[src/common/albuf_settings.svh]
// Alignment buffer settings
`ifndef ALBUF_SETTINGS_SVH
`define ALBUF_SETTINGS_SVH

// Number of 32-bit word entries in the FIFO
`define ALBUF_DEPTH 3

// Width of the FIFO pointers and the outstanding counter
`define ALBUF_CNT_W 2

// Instruction address width
`define ALBUF_ADDR_W 32

// Highest number of fetches in flight
`define ALBUF_MAX_OUTSTND 2

`endif

[src/common/albuf_pkg.sv]
// Alignment buffer types
package albuf_pkg;

  // Two halfwords of one fetched word
  typedef struct packed {
    logic [15:0] hi;
    logic [15:0] lo;
  } fetch_half_t;

  // Fetch word as a plain word or as two halfwords
  typedef union packed {
    logic [31:0] word;
    fetch_half_t half;
  } fetch_word_u;

  // Halfword alignment of the next word written into the buffer
  typedef enum logic [1:0] {
    // Next instruction starts at bit 0
    ALIGNED         = 2'd0,
    // Branch to an odd halfword, drop the lower half
    UNALIGNED_SKIP  = 2'd1,
    // Lower half ends an instruction begun in the previous word
    UNALIGNED_SPLIT = 2'd2
  } align_state_e;

endpackage

[src/align/align_fsm.sv]
// Halfword alignment tracker
`timescale 1ns/100ps

module align_fsm import albuf_pkg::*; (
  input  logic        clk,
  input  logic        rst_n,
  input  logic        pc_set_i,
  // Bit 1 of the branch target
  input  logic        branch_half_i,
  input  logic        resp_push_i,
  input  fetch_word_u resp_word_i,
  output logic [1:0]  n_incoming_o
);

  align_state_e state_q;
  align_state_e state_n;

  // Low bits of 2'b11 mark a 32-bit instruction
  logic lo_uncompressed;
  logic hi_uncompressed;

  assign lo_uncompressed = resp_word_i.half.lo[1:0] == 2'b11;
  assign hi_uncompressed = resp_word_i.half.hi[1:0] == 2'b11;

  always_comb begin
    state_n      = state_q;
    n_incoming_o = 2'd0;
    if (pc_set_i) begin
      // Target halfword decides where the first word starts
      state_n = branch_half_i ? UNALIGNED_SKIP : ALIGNED;
    end else if (resp_push_i) begin
      case (state_q)
        ALIGNED: begin
          if (lo_uncompressed) begin
            // One full 32-bit instruction
            n_incoming_o = 2'd1;
          end else if (hi_uncompressed) begin
            // Compressed low, upper half starts a split instruction
            n_incoming_o = 2'd1;
            state_n      = UNALIGNED_SPLIT;
          end else begin
            n_incoming_o = 2'd2;
          end
        end
        UNALIGNED_SKIP: begin
          // Lower half is not part of the stream
          if (hi_uncompressed) begin
            state_n = UNALIGNED_SPLIT;
          end else begin
            n_incoming_o = 2'd1;
            state_n      = ALIGNED;
          end
        end
        UNALIGNED_SPLIT: begin
          // Lower half completes the pending instruction
          if (hi_uncompressed) begin
            n_incoming_o = 2'd1;
          end else begin
            n_incoming_o = 2'd2;
            state_n      = ALIGNED;
          end
        end
        default: begin
          state_n = ALIGNED;
        end
      endcase
    end
  end

  always_ff @(posedge clk or negedge rst_n) begin
    if (!rst_n) begin
      state_q <= ALIGNED;
    end else begin
      state_q <= state_n;
    end
  end

endmodule

[src/align/instr_aligner.sv]
// Instruction output aligner
`timescale 1ns/100ps
`include "albuf_settings.svh"

module instr_aligner import albuf_pkg::*; (
  input  logic                     clk,
  input  logic                     rst_n,
  input  logic                     pc_set_i,
  input  logic                     kill_if_i,
  input  logic [`ALBUF_ADDR_W-1:0] branch_addr_i,
  input  logic                     instr_ready_i,

  // Incoming response, used when the FIFO runs dry
  input  logic                     resp_push_i,
  input  fetch_word_u              resp_word_i,
  input  logic                     resp_err_i,

  // FIFO head and the entry after it
  input  fetch_word_u              head_word_i,
  input  fetch_word_u              next_word_i,
  input  logic                     head_err_i,
  input  logic                     next_err_i,
  input  logic                     head_valid_i,
  input  logic                     next_valid_i,

  // Decode side
  output logic                     instr_valid_o,
  output fetch_word_u              instr_rdata_o,
  output logic                     instr_err_o,
  output logic [`ALBUF_ADDR_W-1:0] instr_addr_o,

  output logic                     pop_word_o,
  output logic                     instr_pop_o
);

  localparam int AW = `ALBUF_ADDR_W;

  logic [AW-1:0] addr_q;
  logic [AW-1:0] addr_n;
  logic [AW-1:0] addr_incr;

  // Source word for the current instruction
  fetch_word_u   word_al;
  fetch_word_u   word_unal;
  logic [15:0]   second_lo;
  logic          err_al;
  logic          err_second;
  logic          err_unal;

  logic          avail;
  logic          avail_split;
  logic          al_compressed;
  logic          unal_compressed;
  logic          consume;

  // Head entry first, else the word arriving this cycle
  assign word_al    = head_valid_i ? head_word_i : resp_word_i;
  assign err_al     = head_valid_i ? head_err_i  : resp_err_i;

  // Lower half of the following word for straddling instructions
  assign second_lo  = next_valid_i ? next_word_i.half.lo : resp_word_i.half.lo;
  assign err_second = next_valid_i ? next_err_i : resp_err_i;

  assign word_unal.half.hi = second_lo;
  assign word_unal.half.lo = word_al.half.hi;

  assign al_compressed   = word_al.half.lo[1:0] != 2'b11;
  assign unal_compressed = word_al.half.hi[1:0] != 2'b11;

  // A straddling 32-bit instruction takes faults from both words
  assign err_unal = err_al | (head_valid_i & ~unal_compressed & err_second);

  // Something to show at all, and both halves for a straddling one
  assign avail       = head_valid_i | resp_push_i;
  assign avail_split = next_valid_i | (head_valid_i & resp_push_i);

  always_comb begin
    instr_rdata_o = word_al;
    instr_err_o   = err_al;
    instr_valid_o = 1'b0;
    if (kill_if_i) begin
      // Nothing leaves while the stage is killed
      instr_valid_o = 1'b0;
    end else if (addr_q[1]) begin
      instr_rdata_o = word_unal;
      instr_err_o   = err_unal;
      instr_valid_o = avail & (unal_compressed | avail_split);
    end else begin
      instr_valid_o = avail;
    end
  end

  assign consume     = instr_valid_o & instr_ready_i;
  assign instr_pop_o = consume;

  //////////////////////////////////////////////////////////////////////
  // Next address and word release
  //////////////////////////////////////////////////////////////////////

  assign addr_incr = {addr_q[AW-1:2], 2'b00} + AW'(4);

  always_comb begin
    addr_n     = addr_q;
    pop_word_o = 1'b0;
    if (addr_q[1]) begin
      // Upper half consumed, head word is done either way
      addr_n     = unal_compressed ? addr_incr : {addr_incr[AW-1:2], 2'b10};
      pop_word_o = consume;
    end else if (al_compressed) begin
      // Upper half of head still pending
      addr_n = {addr_q[AW-1:2], 2'b10};
    end else begin
      addr_n     = addr_incr;
      pop_word_o = consume;
    end
  end

  always_ff @(posedge clk or negedge rst_n) begin
    if (!rst_n) begin
      addr_q <= '0;
    end else if (pc_set_i) begin
      // First instruction after the branch sits at the target
      addr_q <= branch_addr_i;
    end else if (consume) begin
      addr_q <= addr_n;
    end
  end

  assign instr_addr_o = addr_q;

endmodule

[src/fetch/fetch_counters.sv]
// Fetch and instruction counters
`timescale 1ns/100ps
`include "albuf_settings.svh"

module fetch_counters (
  input  logic                    clk,
  input  logic                    rst_n,
  input  logic                    instr_req_i,
  input  logic                    pc_set_i,
  input  logic                    kill_if_i,
  input  logic                    fetch_ready_i,
  input  logic                    resp_valid_i,
  // Instructions completed by the pushed word
  input  logic [1:0]              n_incoming_i,
  input  logic                    instr_pop_i,
  output logic                    fetch_valid_o,
  output logic                    resp_push_o,
  output logic                    prefetch_busy_o,
  output logic [`ALBUF_CNT_W-1:0] outstnd_cnt_o
);

  localparam int CW  = `ALBUF_CNT_W;
  // Room for two instructions per buffered word
  localparam int ICW = `ALBUF_CNT_W + 1;

  logic [CW-1:0]  outstnd_q;
  logic [CW-1:0]  outstnd_n;
  logic [CW-1:0]  flush_q;
  logic [CW-1:0]  flush_n;
  logic [ICW-1:0] instr_cnt_q;
  logic [ICW-1:0] instr_cnt_n;
  // Instruction taken last cycle
  logic           pop_q;
  logic [ICW-1:0] instr_avail;
  logic           count_up;

  // Responses for fetches issued before a branch are dropped
  assign resp_push_o = (flush_q != '0) ? 1'b0 : resp_valid_i;

  assign instr_avail = instr_cnt_q - ICW'(pop_q);

  // Refill when nearly empty, always on a branch
  assign fetch_valid_o = instr_req_i &&
                         (outstnd_q < CW'(`ALBUF_MAX_OUTSTND)) &&
                         ((instr_avail == '0) ||
                          ((instr_avail == ICW'(1)) && (outstnd_q == '0)) ||
                          pc_set_i);

  assign prefetch_busy_o = (outstnd_q != '0) || fetch_valid_o;
  assign count_up        = fetch_valid_o && fetch_ready_i;

  always_comb begin
    outstnd_n = outstnd_q;
    case ({count_up, resp_valid_i})
      2'b10:   outstnd_n = outstnd_q + CW'(1);
      2'b01:   outstnd_n = outstnd_q - CW'(1);
      default: outstnd_n = outstnd_q;
    endcase
  end

  // Buffered instruction count, pops subtracted one cycle late
  always_comb begin
    if (kill_if_i) begin
      instr_cnt_n = '0;
    end else begin
      instr_cnt_n = instr_cnt_q + ICW'(n_incoming_i) - ICW'(pop_q);
    end
  end

  always_comb begin
    flush_n = flush_q;
    if (pc_set_i) begin
      // A response arriving now under kill is already gone
      if (kill_if_i && resp_valid_i) begin
        flush_n = outstnd_q - CW'(1);
      end else begin
        flush_n = outstnd_q;
      end
    end else if (resp_valid_i && (flush_q != '0)) begin
      flush_n = flush_q - CW'(1);
    end
  end

  always_ff @(posedge clk or negedge rst_n) begin
    if (!rst_n) begin
      outstnd_q   <= '0;
      flush_q     <= '0;
      instr_cnt_q <= '0;
      pop_q       <= 1'b0;
    end else begin
      outstnd_q   <= outstnd_n;
      flush_q     <= flush_n;
      instr_cnt_q <= instr_cnt_n;
      pop_q       <= instr_pop_i;
    end
  end

  assign outstnd_cnt_o = outstnd_q;

endmodule

[src/source/albuf_fifo.sv]
// Fetch word FIFO
`timescale 1ns/100ps
`include "albuf_settings.svh"

module albuf_fifo import albuf_pkg::*; (
  input  logic        clk,
  input  logic        rst_n,
  input  logic        pc_set_i,
  input  logic        kill_if_i,

  // Write side
  input  logic        push_i,
  input  fetch_word_u push_word_i,
  input  logic        push_err_i,

  // Read side
  input  logic        pop_word_i,
  output fetch_word_u head_word_o,
  output fetch_word_u next_word_o,
  output logic        head_err_o,
  output logic        next_err_o,
  output logic        head_valid_o,
  output logic        next_valid_o
);

  localparam int DEPTH = `ALBUF_DEPTH;
  localparam int CW    = `ALBUF_CNT_W;

  fetch_word_u      word_q [DEPTH];
  logic [DEPTH-1:0] err_q;
  logic [DEPTH-1:0] valid_q;
  logic [DEPTH-1:0] valid_n;

  logic [CW-1:0]    wptr_q;
  logic [CW-1:0]    rptr_q;
  logic [CW-1:0]    wptr_inc;
  logic [CW-1:0]    rptr_inc;
  logic             write_en;

  // Writes are dropped while the stage is killed
  assign write_en = push_i & ~kill_if_i;

  // Pointer increments wrap after the last entry
  assign wptr_inc = (wptr_q == CW'(DEPTH-1)) ? '0 : wptr_q + CW'(1);
  assign rptr_inc = (rptr_q == CW'(DEPTH-1)) ? '0 : rptr_q + CW'(1);

  assign head_word_o  = word_q[rptr_q];
  assign head_err_o   = err_q[rptr_q];
  assign head_valid_o = valid_q[rptr_q];
  assign next_word_o  = word_q[rptr_inc];
  assign next_err_o   = err_q[rptr_inc];
  assign next_valid_o = valid_q[rptr_inc];

  always_comb begin
    valid_n = valid_q;
    if (write_en) begin
      valid_n[wptr_q] = 1'b1;
    end
    // Pass-through word is written and released in the same cycle
    if (pop_word_i) begin
      valid_n[rptr_q] = 1'b0;
    end
    if (kill_if_i) begin
      valid_n = '0;
    end
  end

  always_ff @(posedge clk or negedge rst_n) begin
    if (!rst_n) begin
      valid_q <= '0;
      wptr_q  <= '0;
      rptr_q  <= '0;
    end else begin
      valid_q <= valid_n;
      if (pc_set_i) begin
        // New stream starts at entry zero
        wptr_q <= '0;
        rptr_q <= '0;
      end else begin
        if (write_en) begin
          wptr_q <= wptr_inc;
        end
        if (pop_word_i) begin
          rptr_q <= rptr_inc;
        end
      end
    end
  end

  // Word payload and its error bit
  always_ff @(posedge clk) begin
    if (write_en) begin
      word_q[wptr_q] <= push_word_i;
      err_q[wptr_q]  <= push_err_i;
    end
  end

endmodule

[src/source/alignment_buffer.sv]
// Instruction alignment buffer
`timescale 1ns/100ps
`include "albuf_settings.svh"

module alignment_buffer import albuf_pkg::*; (
  input  logic                     clk,
  input  logic                     rst_n,

  // Decode side controls
  input  logic                     instr_req_i,
  input  logic                     pc_set_i,
  input  logic [`ALBUF_ADDR_W-1:0] branch_addr_i,
  input  logic                     kill_if_i,
  output logic                     prefetch_busy_o,

  // Prefetcher request
  output logic                     fetch_valid_o,
  input  logic                     fetch_ready_i,
  output logic                     fetch_branch_o,
  output logic [`ALBUF_ADDR_W-1:0] fetch_branch_addr_o,

  // Prefetcher response
  input  logic                     resp_valid_i,
  input  fetch_word_u              resp_rdata_i,
  input  logic                     resp_err_i,

  // Instruction output to decode
  output logic                     instr_valid_o,
  input  logic                     instr_ready_i,
  output fetch_word_u              instr_rdata_o,
  output logic                     instr_err_o,
  output logic [`ALBUF_ADDR_W-1:0] instr_addr_o,
  output logic [`ALBUF_CNT_W-1:0]  outstnd_cnt_o
);

  // Response accepted into the buffer
  logic        resp_push;
  // Complete instructions in the pushed word
  logic [1:0]  n_incoming;

  // FIFO read side
  fetch_word_u head_word;
  fetch_word_u next_word;
  logic        head_err;
  logic        next_err;
  logic        head_valid;
  logic        next_valid;

  // Consumption feedback from the aligner
  logic        pop_word;
  logic        instr_pop;

  // Branch goes straight to the prefetcher, word aligned down to a halfword
  assign fetch_branch_o      = pc_set_i;
  assign fetch_branch_addr_o = {branch_addr_i[`ALBUF_ADDR_W-1:1], 1'b0};

  //////////////////////////////////////////////////////////////////////
  // Fetch request and flush control
  //////////////////////////////////////////////////////////////////////

  fetch_counters u_counters (
    .clk             (clk),
    .rst_n           (rst_n),
    .instr_req_i     (instr_req_i),
    .pc_set_i        (pc_set_i),
    .kill_if_i       (kill_if_i),
    .fetch_ready_i   (fetch_ready_i),
    .resp_valid_i    (resp_valid_i),
    .n_incoming_i    (n_incoming),
    .instr_pop_i     (instr_pop),
    .fetch_valid_o   (fetch_valid_o),
    .resp_push_o     (resp_push),
    .prefetch_busy_o (prefetch_busy_o),
    .outstnd_cnt_o   (outstnd_cnt_o)
  );

  // Instruction counting per pushed word
  align_fsm u_align_fsm (
    .clk           (clk),
    .rst_n         (rst_n),
    .pc_set_i      (pc_set_i),
    .branch_half_i (branch_addr_i[1]),
    .resp_push_i   (resp_push),
    .resp_word_i   (resp_rdata_i),
    .n_incoming_o  (n_incoming)
  );

  //////////////////////////////////////////////////////////////////////
  // Word storage and instruction output
  //////////////////////////////////////////////////////////////////////

  albuf_fifo u_fifo (
    .clk          (clk),
    .rst_n        (rst_n),
    .pc_set_i     (pc_set_i),
    .kill_if_i    (kill_if_i),
    .push_i       (resp_push),
    .push_word_i  (resp_rdata_i),
    .push_err_i   (resp_err_i),
    .pop_word_i   (pop_word),
    .head_word_o  (head_word),
    .next_word_o  (next_word),
    .head_err_o   (head_err),
    .next_err_o   (next_err),
    .head_valid_o (head_valid),
    .next_valid_o (next_valid)
  );

  instr_aligner u_aligner (
    .clk           (clk),
    .rst_n         (rst_n),
    .pc_set_i      (pc_set_i),
    .kill_if_i     (kill_if_i),
    .branch_addr_i (branch_addr_i),
    .instr_ready_i (instr_ready_i),
    .resp_push_i   (resp_push),
    .resp_word_i   (resp_rdata_i),
    .resp_err_i    (resp_err_i),
    .head_word_i   (head_word),
    .next_word_i   (next_word),
    .head_err_i    (head_err),
    .next_err_i    (next_err),
    .head_valid_i  (head_valid),
    .next_valid_i  (next_valid),
    .instr_valid_o (instr_valid_o),
    .instr_rdata_o (instr_rdata_o),
    .instr_err_o   (instr_err_o),
    .instr_addr_o  (instr_addr_o),
    .pop_word_o    (pop_word),
    .instr_pop_o   (instr_pop)
  );

endmodule

[config.mk]
export PLATFORM = sky130hd
export DESIGN_NAME = alignment_buffer
export DESIGN_NICKNAME = d
export VERILOG_FILES = /design/src/common/albuf_pkg.sv /design/src/align/align_fsm.sv /design/src/align/instr_aligner.sv /design/src/fetch/fetch_counters.sv /design/src/source/albuf_fifo.sv /design/src/source/alignment_buffer.sv
export VERILOG_INCLUDE_DIRS = /design/src /design/src/common
export SDC_FILE = /design/constraint.sdc
export NUM_CORES = 1
export LEC_CHECK = 0
export ABC_AREA = 1
export BUFFER_PORTS_ARGS = -buffer_cell sky130_fd_sc_hd__buf_2
export CORE_ASPECT_RATIO = 0.8
export CORE_MARGIN = 10
export CORE_UTILIZATION = 28
export CTS_BUF_LIST = sky130_fd_sc_hd__clkbuf_8 sky130_fd_sc_hd__clkbuf_16
export CTS_CLUSTER_DIAMETER = 150
export DETAILED_ROUTE_END_ITERATION = 6
export HOLD_SLACK_MARGIN = 0.06
export PLACE_DENSITY = 0.52
export REMOVE_ABC_BUFFERS = 1
export SETUP_SLACK_MARGIN = 0.5
export SLEW_MARGIN = 20
export SYNTH_ARGS = -nofsm -noshare
export SYNTH_HDL_FRONTEND = slang
export SYNTH_SLANG_ARGS = --single-unit
[constraint.sdc]
create_clock -name clk -period 10.4 [get_ports clk]
set_input_delay 2.08 -clock clk [delete_from_list [all_inputs] [get_ports clk]]
set_output_delay 2.08 -clock clk [all_outputs]
set_load 0.02 [all_outputs]
* After elaboration in Yosys (flattened, before gate mapping)
Memories as Yosys holds them, arrays and structs flattened.
Cells that the tools add are included.
** Word-level totals
- Register bits after elaboration :: 52
- Latch bits :: 0
- Memory bits (writable) :: 96
- Bits in read-only memories :: 0
- Input port bits :: 73
- Output and inout bits :: 103
- Memories :: 1
** Memory list
- u_fifo.word_q :: depth 3, bits a word 32, read ports 2, clocked after memory_dff 0, wr ports 1, line albuf_fifo.sv:29 : fetch_word_u word_q [DEPTH];
** Operators by class
- $add $sub $neg :: 9
- Multipliers :: 0
- Div/mod/pow operators :: 0
- Order comparisons :: 6
- Equality and inequality tests :: 15
- Shift operators :: 0
- Multiplexer cells :: 61
- Bitwise gates (word level) :: 15
- Reductions and logical operators :: 24
** Operator list (count)
- 32-bit two-way mux :: 7
- 2-bit two-way mux :: 20
- 32-bit by 3-bit adder with 32-bit output (second input constant) :: 1
- 1-bit two-way mux :: 19
- 16-bit two-way mux :: 1
- 2-bit nonzero test :: 8
- 2-bit == test (second input constant) :: 6
- 3-bit two-way mux :: 4
- 2-bit one-hot mux with 3 select lines :: 2
- 2-bit by 3-bit < comparator with 1-bit output (second input constant) :: 3
- 1-bit binary-select mux with 2-bit select :: 4
- 1-bit logical AND :: 8
- 2-bit by 1-bit adder with 2-bit output (second input constant) :: 3
- 1-bit bitwise AND :: 6
- 3-bit by 2-bit inequality test with 1-bit output (second input constant) :: 2
- 3-bit inequality test (second input constant) :: 2
- 3-bit by 1-bit subtractor with 3-bit output :: 2
- 1-bit demux with 2-bit select :: 2
- 2-bit by 1-bit == test with 1-bit output (second input constant) :: 2
- 2-bit by 1-bit >= comparator with 1-bit output (second input constant) :: 2
- 2-bit zero test :: 2
- 2-bit inequality test (second input constant) :: 2
- 1-bit OR :: 4
- 2-bit one-hot mux with 2 select lines :: 1
- other kinds (13) :: 17

* Depth between registers and ports, before layout
Gate-level depths: netlist of the first run.
- Word-level depth :: 14
- Mapped depth :: 14
- Gate-level depth less buffers :: 13

* Hierarchy
From an unflattened synthesis of the first run, not the netlist that was laid out.
** Unflattened totals
- Cells, all modules :: 1160
- Area total of the unflattened synthesis :: 8946.1 um^2
** Modules (own cells, without submodules)
- albuf_fifo :: instances 1, cells each 440, area an instance 4543.1 um^2, seq. area each 3148.0 um^2
- instr_aligner :: instances 1, cells each 580, area an instance 3400.8 um^2, seq. area each 800.8 um^2
- fetch_counters :: instances 1, cells each 75, area an instance 575.6 um^2, seq. area each 200.2 um^2
- alignment_buffer :: instances 1, cells each 34, area an instance 251.5 um^2, seq. area each 0.0 um^2
- align_fsm :: instances 1, cells each 31, area an instance 175.2 um^2, seq. area each 50.0 um^2

* Worst setup path before layout of the first run
OpenSTA, ideal clock, no wires.
- Path kind :: input-to-output
- Start point :: in kill_if_i
- End point :: out instr_rdata_o[10] (netlist bit)
- Arrival :: 3.370 ns
- Required time :: 8.320 ns
- Slack :: 4.950 ns
- Stages :: 5
- Path buffers :: 2
- Path through :: buf_2 > nor2_2 > inv_2 > clkbuf_1 > o21ai_0
** RTL lines
- start, declared :: line alignment_buffer.sv:13 : input logic kill_if_i,
- end, declared :: line alignment_buffer.sv:30 : output fetch_word_u instr_rdata_o,

==> results_dict.tcl, run 1 <==
set metrics [dict create \
    status "finished clean" \
    wl_per_cell_um 17.6 \
    cts_buffers 17 \
    max_slew_margin_pct 43.6 \
    hpwl_um 19000 \
    ys_warn_count 0 \
    syn-cell-area_mm2 0.00900 \
    reg2reg_depth 10 \
    ys_types 47 \
    finalCritPeriodShare_pct 56.0 \
    drt_iter0_drc 560 \
    synth_edf_count 99 \
    critPathMaxFanout 37 \
    seqCellArea_mm2 0.00420 \
    post_cts_resized 0 \
    dominantRegCellSynth "edfxtp_1" \
    yosys.area.top_type "edfxtp_1" \
    h-tree-depth 4 \
    grt_pass1_vias 7619 \
    numPortBuffers 174 \
    ys_top_cells_by_count "335 x nand2_1, 99 x edfxtp_1, 85 x nand3_1" \
    fin_util_pct 33.5 \
    dieArea_mm2 0.0398 \
    fp.dieH_um 180 \
    finalSetupViolCount 0 \
    leakage_uw 0.00450 \
    power_density_mw_per_mm2 187 \
    cts_sinks 148 \
    multi_input_area_mm2 0.00396 \
    cts_root_buf "clkbuf_16" \
    hold_start "u_counters.outstnd_cnt_o[1]$_DFFE_PN0P_" \
    maxCapViolations 0 \
    clk_latency_ns 0.44 \
    wl_um 28200 \
    rsz0062_at_grt "false" \
    die_x_um 220 \
    r2r_slack_ns 6.42 \
    hp-class "flop to flop" \
    holdBufCountCts 0 \
    whs_path_depth 2 \
    cts_tree "yes" \
    grt_first_pass_wirelength_um 44000 \
    synth_most_common_cell "nand2_1" \
    overflow 0 \
    ys_seq_area_share_pct 46.7 \
    grt.total_usage_pct 14.2 \
    synth_seq_cells 148 \
    endpoint_kind "output pin" \
    worstReg2RegStart "u_fifo.rptr_q[0]$_DFFE_PN0P_" \
    gp_congestion 0.879 \
    skew_ns 0.0132 \
    vias_per_cell 4.79 \
    firstDrtPassIters 5 \
    netlist_instances 1056 \
    syn_area_per_cell_um2 8.52 \
    initial_core_util_pct 28.5 \
    hold_viol 0 \
    fin_setup_tns_ns 0 \
    n_fill_cell 3339 \
    area_delta_synth_final_pct 17.6 \
    drive_gt1_share_pct 24.1 \
    num_rows 58 \
    finalMaxSlewViolations 0 \
    ant_nets 0 \
    cp.arrival_ns 3.75 \
    clkTransAtPathRegs_ns 0.07 \
    max-clock-path-buffers 2 \
    remaining_drc_errors 0 \
    io_pins 176 \
    crit_required_ns 8.32 \
    fmax_mhz 172 \
    cp-start-kind "primary input" \
    vdd_drop_max_v 0.000108 \
    whs_endpoint "u_counters.outstnd_cnt_o[1]$_DFFE_PN0P_" \
    grt_max_degree 73 \
    power_uw 1980 \
    core-area_mm2 0.0316 \
    worstMarginPinSlew_ns 0.846 \
    design_area_mm2 0.0106 \
    placed_area_mm2 0.00993 \
    synth_area_leaders "edfxtp_1 33%, nand2_1 14%, dfrtp_1 14%" \
    r2r_end "u_aligner.instr_addr_o[15]$_DFFE_PN0P_" \
    crit_type "primary input to output pin" \
    vias 7700 \
    antenna_found_initial 1 \
    synthArstFlopShare_pct 33.1 \
    postCtsSetupBuffers 0 \
    period_needed_ns 5.83 \
    whs_ns 0.514 \
    synth_top_area_share_pct 33.0 \
    fin_nets 1256 \
]
## cell type report
type                       instances  area share (%)
clock inverter                    15            2.14
timing repair buffer             185            9.01
clock buffer                      17            4.02
antenna                            1          0.0236
sequential                       148            39.7
tap                              420            4.96
multi-input combinational        746            37.4
inverter                          75            2.73
## flip-flops by register name, indices dropped and copies added (netlist names), 3 cells and up
| name | count |
|---|---|
| u_fifo.valid_q | 3 |
| u_counters.instr_cnt_q | 3 |
| u_fifo.word_q | 96 |
| u_fifo.err_q | 3 |
| u_aligner.instr_addr_o | 32 |
## how the worst max path moves through the flow
stage / from / end / cells past startpoint
5_1_grt: kill_if_i / instr_rdata_o[12] / 7
3_3_place_gp: kill_if_i / instr_rdata_o[4] / 8
4_1_cts: kill_if_i / instr_rdata_o[5] / 7
3_5_place_dp: kill_if_i / instr_rdata_o[5] / 7
6_report: kill_if_i / instr_rdata_o[5] / 7
2_1_floorplan: kill_if_i / instr_rdata_o[10] / 3
## routing by layer
metal  up-vias  share of wire (%)  global-route usage [%]
met5         -                  0                       0
met4         0                1.7                    4.24
met3        26                5.3                    3.07
met2       184                 46                    22.0
met1      3705                 47                    19.2
li1       3785                  -                       -
## worst max-delay path: stages
cell	delay [ns]
buf_2	0.19
nor2_4	0.12
buf_4	0.39
inv_2	0.39
o211ai_1	0.21
o21ai_0	0.14
buf_2	0.19
## cell families after synthesis
| kind of cell | share of synthesized area (%) |
|---|---|
| AND/OR/NAND/NOR | 30.9 |
| buffers and inverters | 9.57 |
| flip-flops | 46.7 |
| AO/OA/AOI/OAI | 9.16 |
| XOR/XNOR | 2.04 |
| adder cells (fa/ha/maj) | 1.47 |
| other | 0.0417 |
| multiplexers | 0.111 |
## per-stage QoR
step	cells	setup WS [ns]
after floorplan	969	4.66
after global placement	1574	4.61
after detailed placement	1574	4.52
after CTS	1606	4.52
after global routing	1607	4.42
final	1607	4.57
## where the power goes
group,internal (uW),switching (uW),leakage (uW)
registers,681,58.9,0.00153
clock network,428,263,0.000308
logic,174,378,0.00266
## layout by cell type (no fill, tap or decap), drive strengths merged, types with 4 or more instances in the layout
cell	n
o21ai	68
nand2	341
a41oi	8
nor3	4
nand3b	9
a22oi	13
bufinv	5
nand4	20
edfxtp	99
ha	9
dfrtp	49
inv	79
nor2	77
xnor2	9
nand3	128
o211ai	9
o221ai	4
xor2	12
a31oi	9
a21oi	6
buf	185
a211oi	4
o22ai	4
clkbuf	17
Note: power is estimated with default switching activity, not from simulation.
==> inputs of run 2 (changes only) <==
clock period = 5.91 ns   (was 10.4 ns; I/O delays follow)
==> run 2 against run 1 <==
Net effect:
- clock power rose by 59%
- flip-flop and latch count did not move
- clock skew rose by 0.0063 ns
- non-clock buffer count did not move
- die area did not move
- core utilization fell by 0.14 points
- via count rose by 0.32%
- critical path type is now flop to output pin
- first-iteration DRC count fell by 3.8%
- combinational power rose by 75%
- register-to-register slack got worse by 4.5 ns
- sequential power rose by 76%
- total power rose by 70%
==> results_dict.tcl, run 2 (synthesized netlist as in run 1, its figures left out) <==
set metrics [dict create \
    status "finished clean" \
    p_sw_share_pct 38.3 \
    firstDrtPassIters 5 \
    holdBufCountCts 0 \
    clk_latency_ns 0.43 \
    clkTransAtPathRegs_ns 0.08 \
    crit_chain "nor2_8 > nand2_1 > nand3_1 > inv_1 > a211oi_1 > o22ai_1 > buf_2" \
    power_density_mw_per_mm2 319 \
    grt_pass1_vias 7677 \
    finalMaxSlewViolations 0 \
    wl_per_cell_um 17.0 \
    hp-class "flop to flop" \
    switching_power_uw 1290 \
    skew_ns 0.0196 \
    io_pins 176 \
    crit_required_ns 4.73 \
    critPathTopFamily "simple AND/OR/NAND/NOR gates" \
    cts_root_buf "clkbuf_16" \
    fin_nets 1256 \
    hold_viol 0 \
    dieArea_mm2 0.0398 \
    antenna_cells 0 \
    initial_core_util_pct 28.5 \
    vdd_drop_max_v 0.000159 \
    slowest_delay_ns 0.72 \
    cts_sinks 148 \
    post-place-ws_ns 1.73 \
    remaining_drc_errors 0 \
    cp_num_buf_inv 2 \
    rsz0062_at_grt "false" \
    finalSetupViolCount 0 \
    fmax_mhz 217 \
    drt_iter0_drc 539 \
    top_register "u_fifo.word_q" \
    finalCritPeriodShare_pct 77.9 \
    crit_type "flop to output pin" \
    antenna_found_initial 2 \
    gp_congestion 0.853 \
    vias_per_cell 4.81 \
    crit_slowest_cell "nand3_1" \
    largest_reg_flops 96 \
    layout_commonest_cell "nand2_1" \
    setup_ws_ns 1.30 \
    fp.dieH_um 180 \
    power_uw 3370 \
    overflow 0 \
    cellInternalPower_uw 2080 \
    grt_max_degree 62 \
    final_cell_mix "335 x nand2_1, 174 x buf_2, 99 x edfxtp_1" \
    combPwrFrac_pct 28.8 \
    drive_gt1_share_pct 24.2 \
    endpoint_kind "output pin" \
    hpwl_um 18900 \
    max_slew_margin_pct 32.5 \
    vias 7725 \
    maxCapViolations 0 \
    cts_buffers 17 \
    core-area_mm2 0.0316 \
    max-clock-path-buffers 2 \
    grt.total_usage_pct 13.7 \
    seqPwrFrac_pct 38.7 \
    critPathMaxFanout 48 \
    grt_first_pass_wirelength_um 43100 \
    worstMarginPinSlew_ns 1.01 \
    clkPwrFrac_pct 32.6 \
    num_rows 58 \
    leakage_uw 0.00447 \
    cp-start-kind "flop" \
    postCtsSetupBuffers 0 \
    cts_tree "yes" \
    period_needed_ns 4.61 \
    cp.arrival_ns 3.42 \
    area_delta_synth_final_pct 17.2 \
    post_cts_resized 0 \
    wl_um 27300 \
    die_x_um 220 \
    ant_nets 0 \
    numPortBuffers 174 \
    h-tree-depth 4 \
    fin_setup_tns_ns 0 \
]
==> run 2: changes by cell type in the layout (fill, tap and decap cells not counted) <==
cell / previous run / this run
bufinv_16: 5 / 0
clkinv_8: 0 / 5
inv_8: 0 / 5
inv_6: 4 / 0
clkinv_1: 1 / 0
clkinv_4: 2 / 1
clkinvlp_2: 1 / 0
clkinvlp_4: 2 / 3
diode_2: 1 / 0
inv_12: 0 / 1
==> run 2: final timing paths <==
| path | from | to | slack, ns | cells after the start |
|---|---|---|---|---|
| max | u_fifo.rptr_q[0]$_DFFE_PN0P_ | instr_rdata_o[28] | 1.30 | 7 |
| min | u_counters.outstnd_cnt_o[1]$_DFFE_PN0P_ | u_counters.outstnd_cnt_o[1]$_DFFE_PN0P_ | 0.52 | 2 |
| max reg2reg | u_fifo.rptr_q[1]$_DFFE_PN0P_ | u_aligner.instr_addr_o[17]$_DFFE_PN0P_ | 1.89 | 12 |
| min reg2reg | u_counters.outstnd_cnt_o[1]$_DFFE_PN0P_ | u_counters.outstnd_cnt_o[1]$_DFFE_PN0P_ | 0.52 | 2 |
| max in group asynchronous | rst_n | u_fifo.rptr_q[1]$_DFFE_PN0P_ | 4.50 | 2 |
| min in group asynchronous | rst_n | u_aligner.instr_addr_o[25]$_DFFE_PN0P_ | 0.88 | 2 |
==> run 2: final cells by class <==
cell class / instances / area, um^2
clock inverters: 15 / 185
inverters: 75 / 289
multi-input cells: 746 / 3960
flip-flops and latches: 148 / 4200
repair buffers: 185 / 953
fillers: 3337 / 21000
clock buffers: 17 / 425
well taps: 420 / 526
==> run 2: worst reg2reg max path, stage by stage, from the launching register on <==
cell and delay, ns:
dfrtp_2 0.66, buf_4 0.48, inv_4 0.17, nand3_4 0.10, nand3_4 0.58, inv_4 0.31, nand2_2 0.07, nand2_1 0.08
nand2_2 0.09, nand2_4 0.33, nand4_4 0.68, nand3_1 0.30, nand2_1 0.07
==> run 2: layer usage <==
| layer | wire (um) | vias to the layer above | global-route usage, % |
|---|---|---|---|
| li1 | - | 3776 | - |
| met1 | 12500 | 3725 | 18.1 |
| met2 | 12900 | 208 | 22.2 |
| met3 | 1710 | 14 | 3.00 |
| met4 | 224 | 2 | 3.01 |
| met5 | 7 | - | 0 |
==> run 2: metrics by stage <==
stage	hold slack [ns]	instances	utilization, %	instance area (um^2)
6_report	0.522	1606	33.4	10500
5_1_grt	0.545	1606	33.4	10500
4_1_cts	0.527	1606	33.4	10500
3_5_place_dp	0.506	1574	31.5	9930
3_3_place_gp	0.489	1574	31.5	9930
2_1_floorplan	0.536	969	-	8430
==> run 2: power groups by stage <==
stage / Sequential, uW / Combinational [uW] / Clock [uW]
after floorplan: 1360 / 559 / 0
after global placement: 1320 / 980 / 0
after detailed placement: 1320 / 986 / 0
after CTS: 1300 / 989 / 1130
after global routing: 1320 / 1080 / 1180
final: 1300 / 968 / 1100
==> inputs of run 3 (changes only) <==
clock period = 4.68 ns   (was 5.91 ns; I/O delays follow)
==> run 3 against run 2 <==
Net effect:
- global-route usage up 0.16 points
- core utilization hardly changed
- wire length increased by 2.8%
- total power is 26% higher
- register-to-register slack lost 0.34 ns
==> results_dict.tcl, run 3 (synthesized netlist as in run 1, its figures left out) <==
set metrics [dict create \
    finalMaxSlewViolations 0 \
    firstDrtPassIters 5 \
    holdBufCountCts 0 \
    final-instance-count-excl-fill 1613 \
    switching_power_uw 1620 \
    layout_commonest_cell "nand2_1" \
    post_cts_resized 0 \
    seqCellArea_mm2 0.00420 \
    placedCellCount 1578 \
    n_fill_cell 3325 \
    critPathMaxFanout 30 \
    worstMarginPinSlew_ns 0.736 \
    r2r_slack_ns 1.55 \
    drive_gt1_share_pct 24.5 \
    grt_first_pass_wirelength_um 43800 \
    vias_per_cell 4.79 \
    worstReg2RegStart "u_fifo.rptr_q[1]$_DFFE_PN0P_" \
    wl_um 28100 \
    fp.dieH_um 180 \
    fin_setup_tns_ns 0 \
    combPwrFrac_pct 29.1 \
    cts_sinks 148 \
    finalSetupViolCount 0 \
    wl_per_cell_um 17.4 \
    period_needed_ns 3.97 \
    power_density_mw_per_mm2 402 \
    largest_reg_flops 96 \
    cp.arrival_ns 3.04 \
    slowest_delay_ns 0.78 \
    crit_required_ns 3.74 \
    clkPwrFrac_pct 32.0 \
    hold_start "u_counters.outstnd_cnt_o[1]$_DFFE_PN0P_" \
    r2r_end "u_aligner.instr_addr_o[22]$_DFFE_PN0P_" \
    cp_num_buf_inv 1 \
    leakage_uw 0.00450 \
    vdd_drop_max_v 0.000196 \
    remaining_drc_errors 0 \
    cts_buffers 17 \
    ant_nets 0 \
    whs_endpoint "u_counters.outstnd_cnt_o[1]$_DFFE_PN0P_" \
    overflow 0 \
    dieArea_mm2 0.0398 \
    top_register "u_fifo.word_q" \
    initial_core_util_pct 28.5 \
    crit_type "flop to output pin" \
    grt.total_usage_pct 13.8 \
    rsz0062_at_grt "true" \
    hpwl_um 19300 \
    maxCapViolations 0 \
    drt_iter0_drc 489 \
    crit_slowest_cell "dfrtp_2" \
    fmax_mhz 252 \
    cts_tree "yes" \
    final_cell_mix "335 x nand2_1, 174 x buf_2, 99 x edfxtp_1" \
    gp_congestion 0.879 \
    hp-class "flop to flop" \
    seqPwrFrac_pct 38.9 \
    grt_pass1_vias 7751 \
    whs_path_depth 2 \
    reg2reg_depth 9 \
    cp-start-kind "flop" \
    core-area_mm2 0.0316 \
    numPortBuffers 174 \
    skew_ns 0.0145 \
    num_rows 58 \
    io_pins 176 \
    fin_nets 1261 \
    max_slew_margin_pct 51.0 \
    grt_max_degree 66 \
    finalCritPeriodShare_pct 84.9 \
    crit_chain "nor2_8 > nand2_1 > nand3_2 > a21oi_2 > nand4_4 > and2_1 > buf_2" \
    max-clock-path-buffers 2 \
    endpoint_kind "output pin" \
    vias 7723 \
    hold_viol 0 \
    p_sw_share_pct 38.2 \
    multi_input_area_mm2 0.00397 \
    status "finished clean" \
    clk_latency_ns 0.42 \
    cts_root_buf "clkbuf_16" \
    antenna_found_initial 2 \
    h-tree-depth 4 \
    die_x_um 220 \
    critPathTopFamily "simple AND/OR/NAND/NOR gates" \
    clkTransAtPathRegs_ns 0.08 \
    postCtsSetupBuffers 0 \
    area_delta_synth_final_pct 17.3 \
    cellInternalPower_uw 2620 \
]
[run 3: tightest hold or removal path, delay by kind of cell (launching register included)]
family           cells  cell delay, ns
AND/OR/NAND/NOR      1            0.05
flip-flops           1            0.38
AO/OA/AOI/OAI        1            0.06
[run 3: worst max path at each step]
stage	from	endpoint	slack, ns	cells past startpoint
final	u_fifo.rptr_q[1]$_DFFE_PN0P_	instr_valid_o	0.71	7
after global routing	u_fifo.rptr_q[1]$_DFFE_PN0P_	instr_rdata_o[3]	0.47	8
after CTS	u_fifo.rptr_q[1]$_DFFE_PN0P_	instr_err_o	0.64	8
after detailed placement	u_fifo.rptr_q[1]$_DFFE_PN0P_	instr_err_o	1.10	8
after global placement	u_fifo.rptr_q[1]$_DFFE_PN0P_	instr_err_o	1.12	8
after floorplan	u_fifo.rptr_q[1]$_DFFE_PN0P_	instr_rdata_o[16]	0.62	6
[run 3: area by class of cell]
cell class	instances	area share [%]
clock buffers	17	4.03
inverters	75	2.74
multi-input cells	747	37.6
diodes	2	0.0474
flip-flops and latches	148	39.8
well taps	420	4.98
clock inverters	15	1.47
repair buffers	189	9.32
[run 3: routing by layer]
layer  global-route usage, %  vias to the layer above  share of wire [%]
li1                        -                     3793                  -
met1                    18.7                     3717                 47
met2                    22.2                      197                 46
met3                    3.04                       16                5.6
met4                    2.71                        0               0.97
met5                       0                        -                  0
[run 3: power by group through the flow]
stage               sequential (uW)  clock, uW  combinational (uW)
floorplan                      1720          0                 706
global placement               1670          0                1240
detailed placement             1680          0                1240
CTS                            1650       1400                1250
global route                   1670       1460                1380
finish                         1650       1360                1230
[run 3: metrics by stage]
| stage | setup slack [ns] | total power, uW | hold WS, ns | utilization [%] | cell area (um^2) |
|---|---|---|---|---|---|
| floorplan | 0.618 | 2420 | 0.536 | - | 8430 |
| global placement | 1.12 | 2910 | 0.502 | 31.6 | 9960 |
| detailed placement | 1.10 | 2920 | 0.506 | 31.6 | 9960 |
| CTS | 0.637 | 4300 | 0.526 | 33.4 | 10500 |
| global route | 0.469 | 4500 | 0.565 | 33.4 | 10600 |
| finish | 0.709 | 4240 | 0.527 | 33.4 | 10600 |
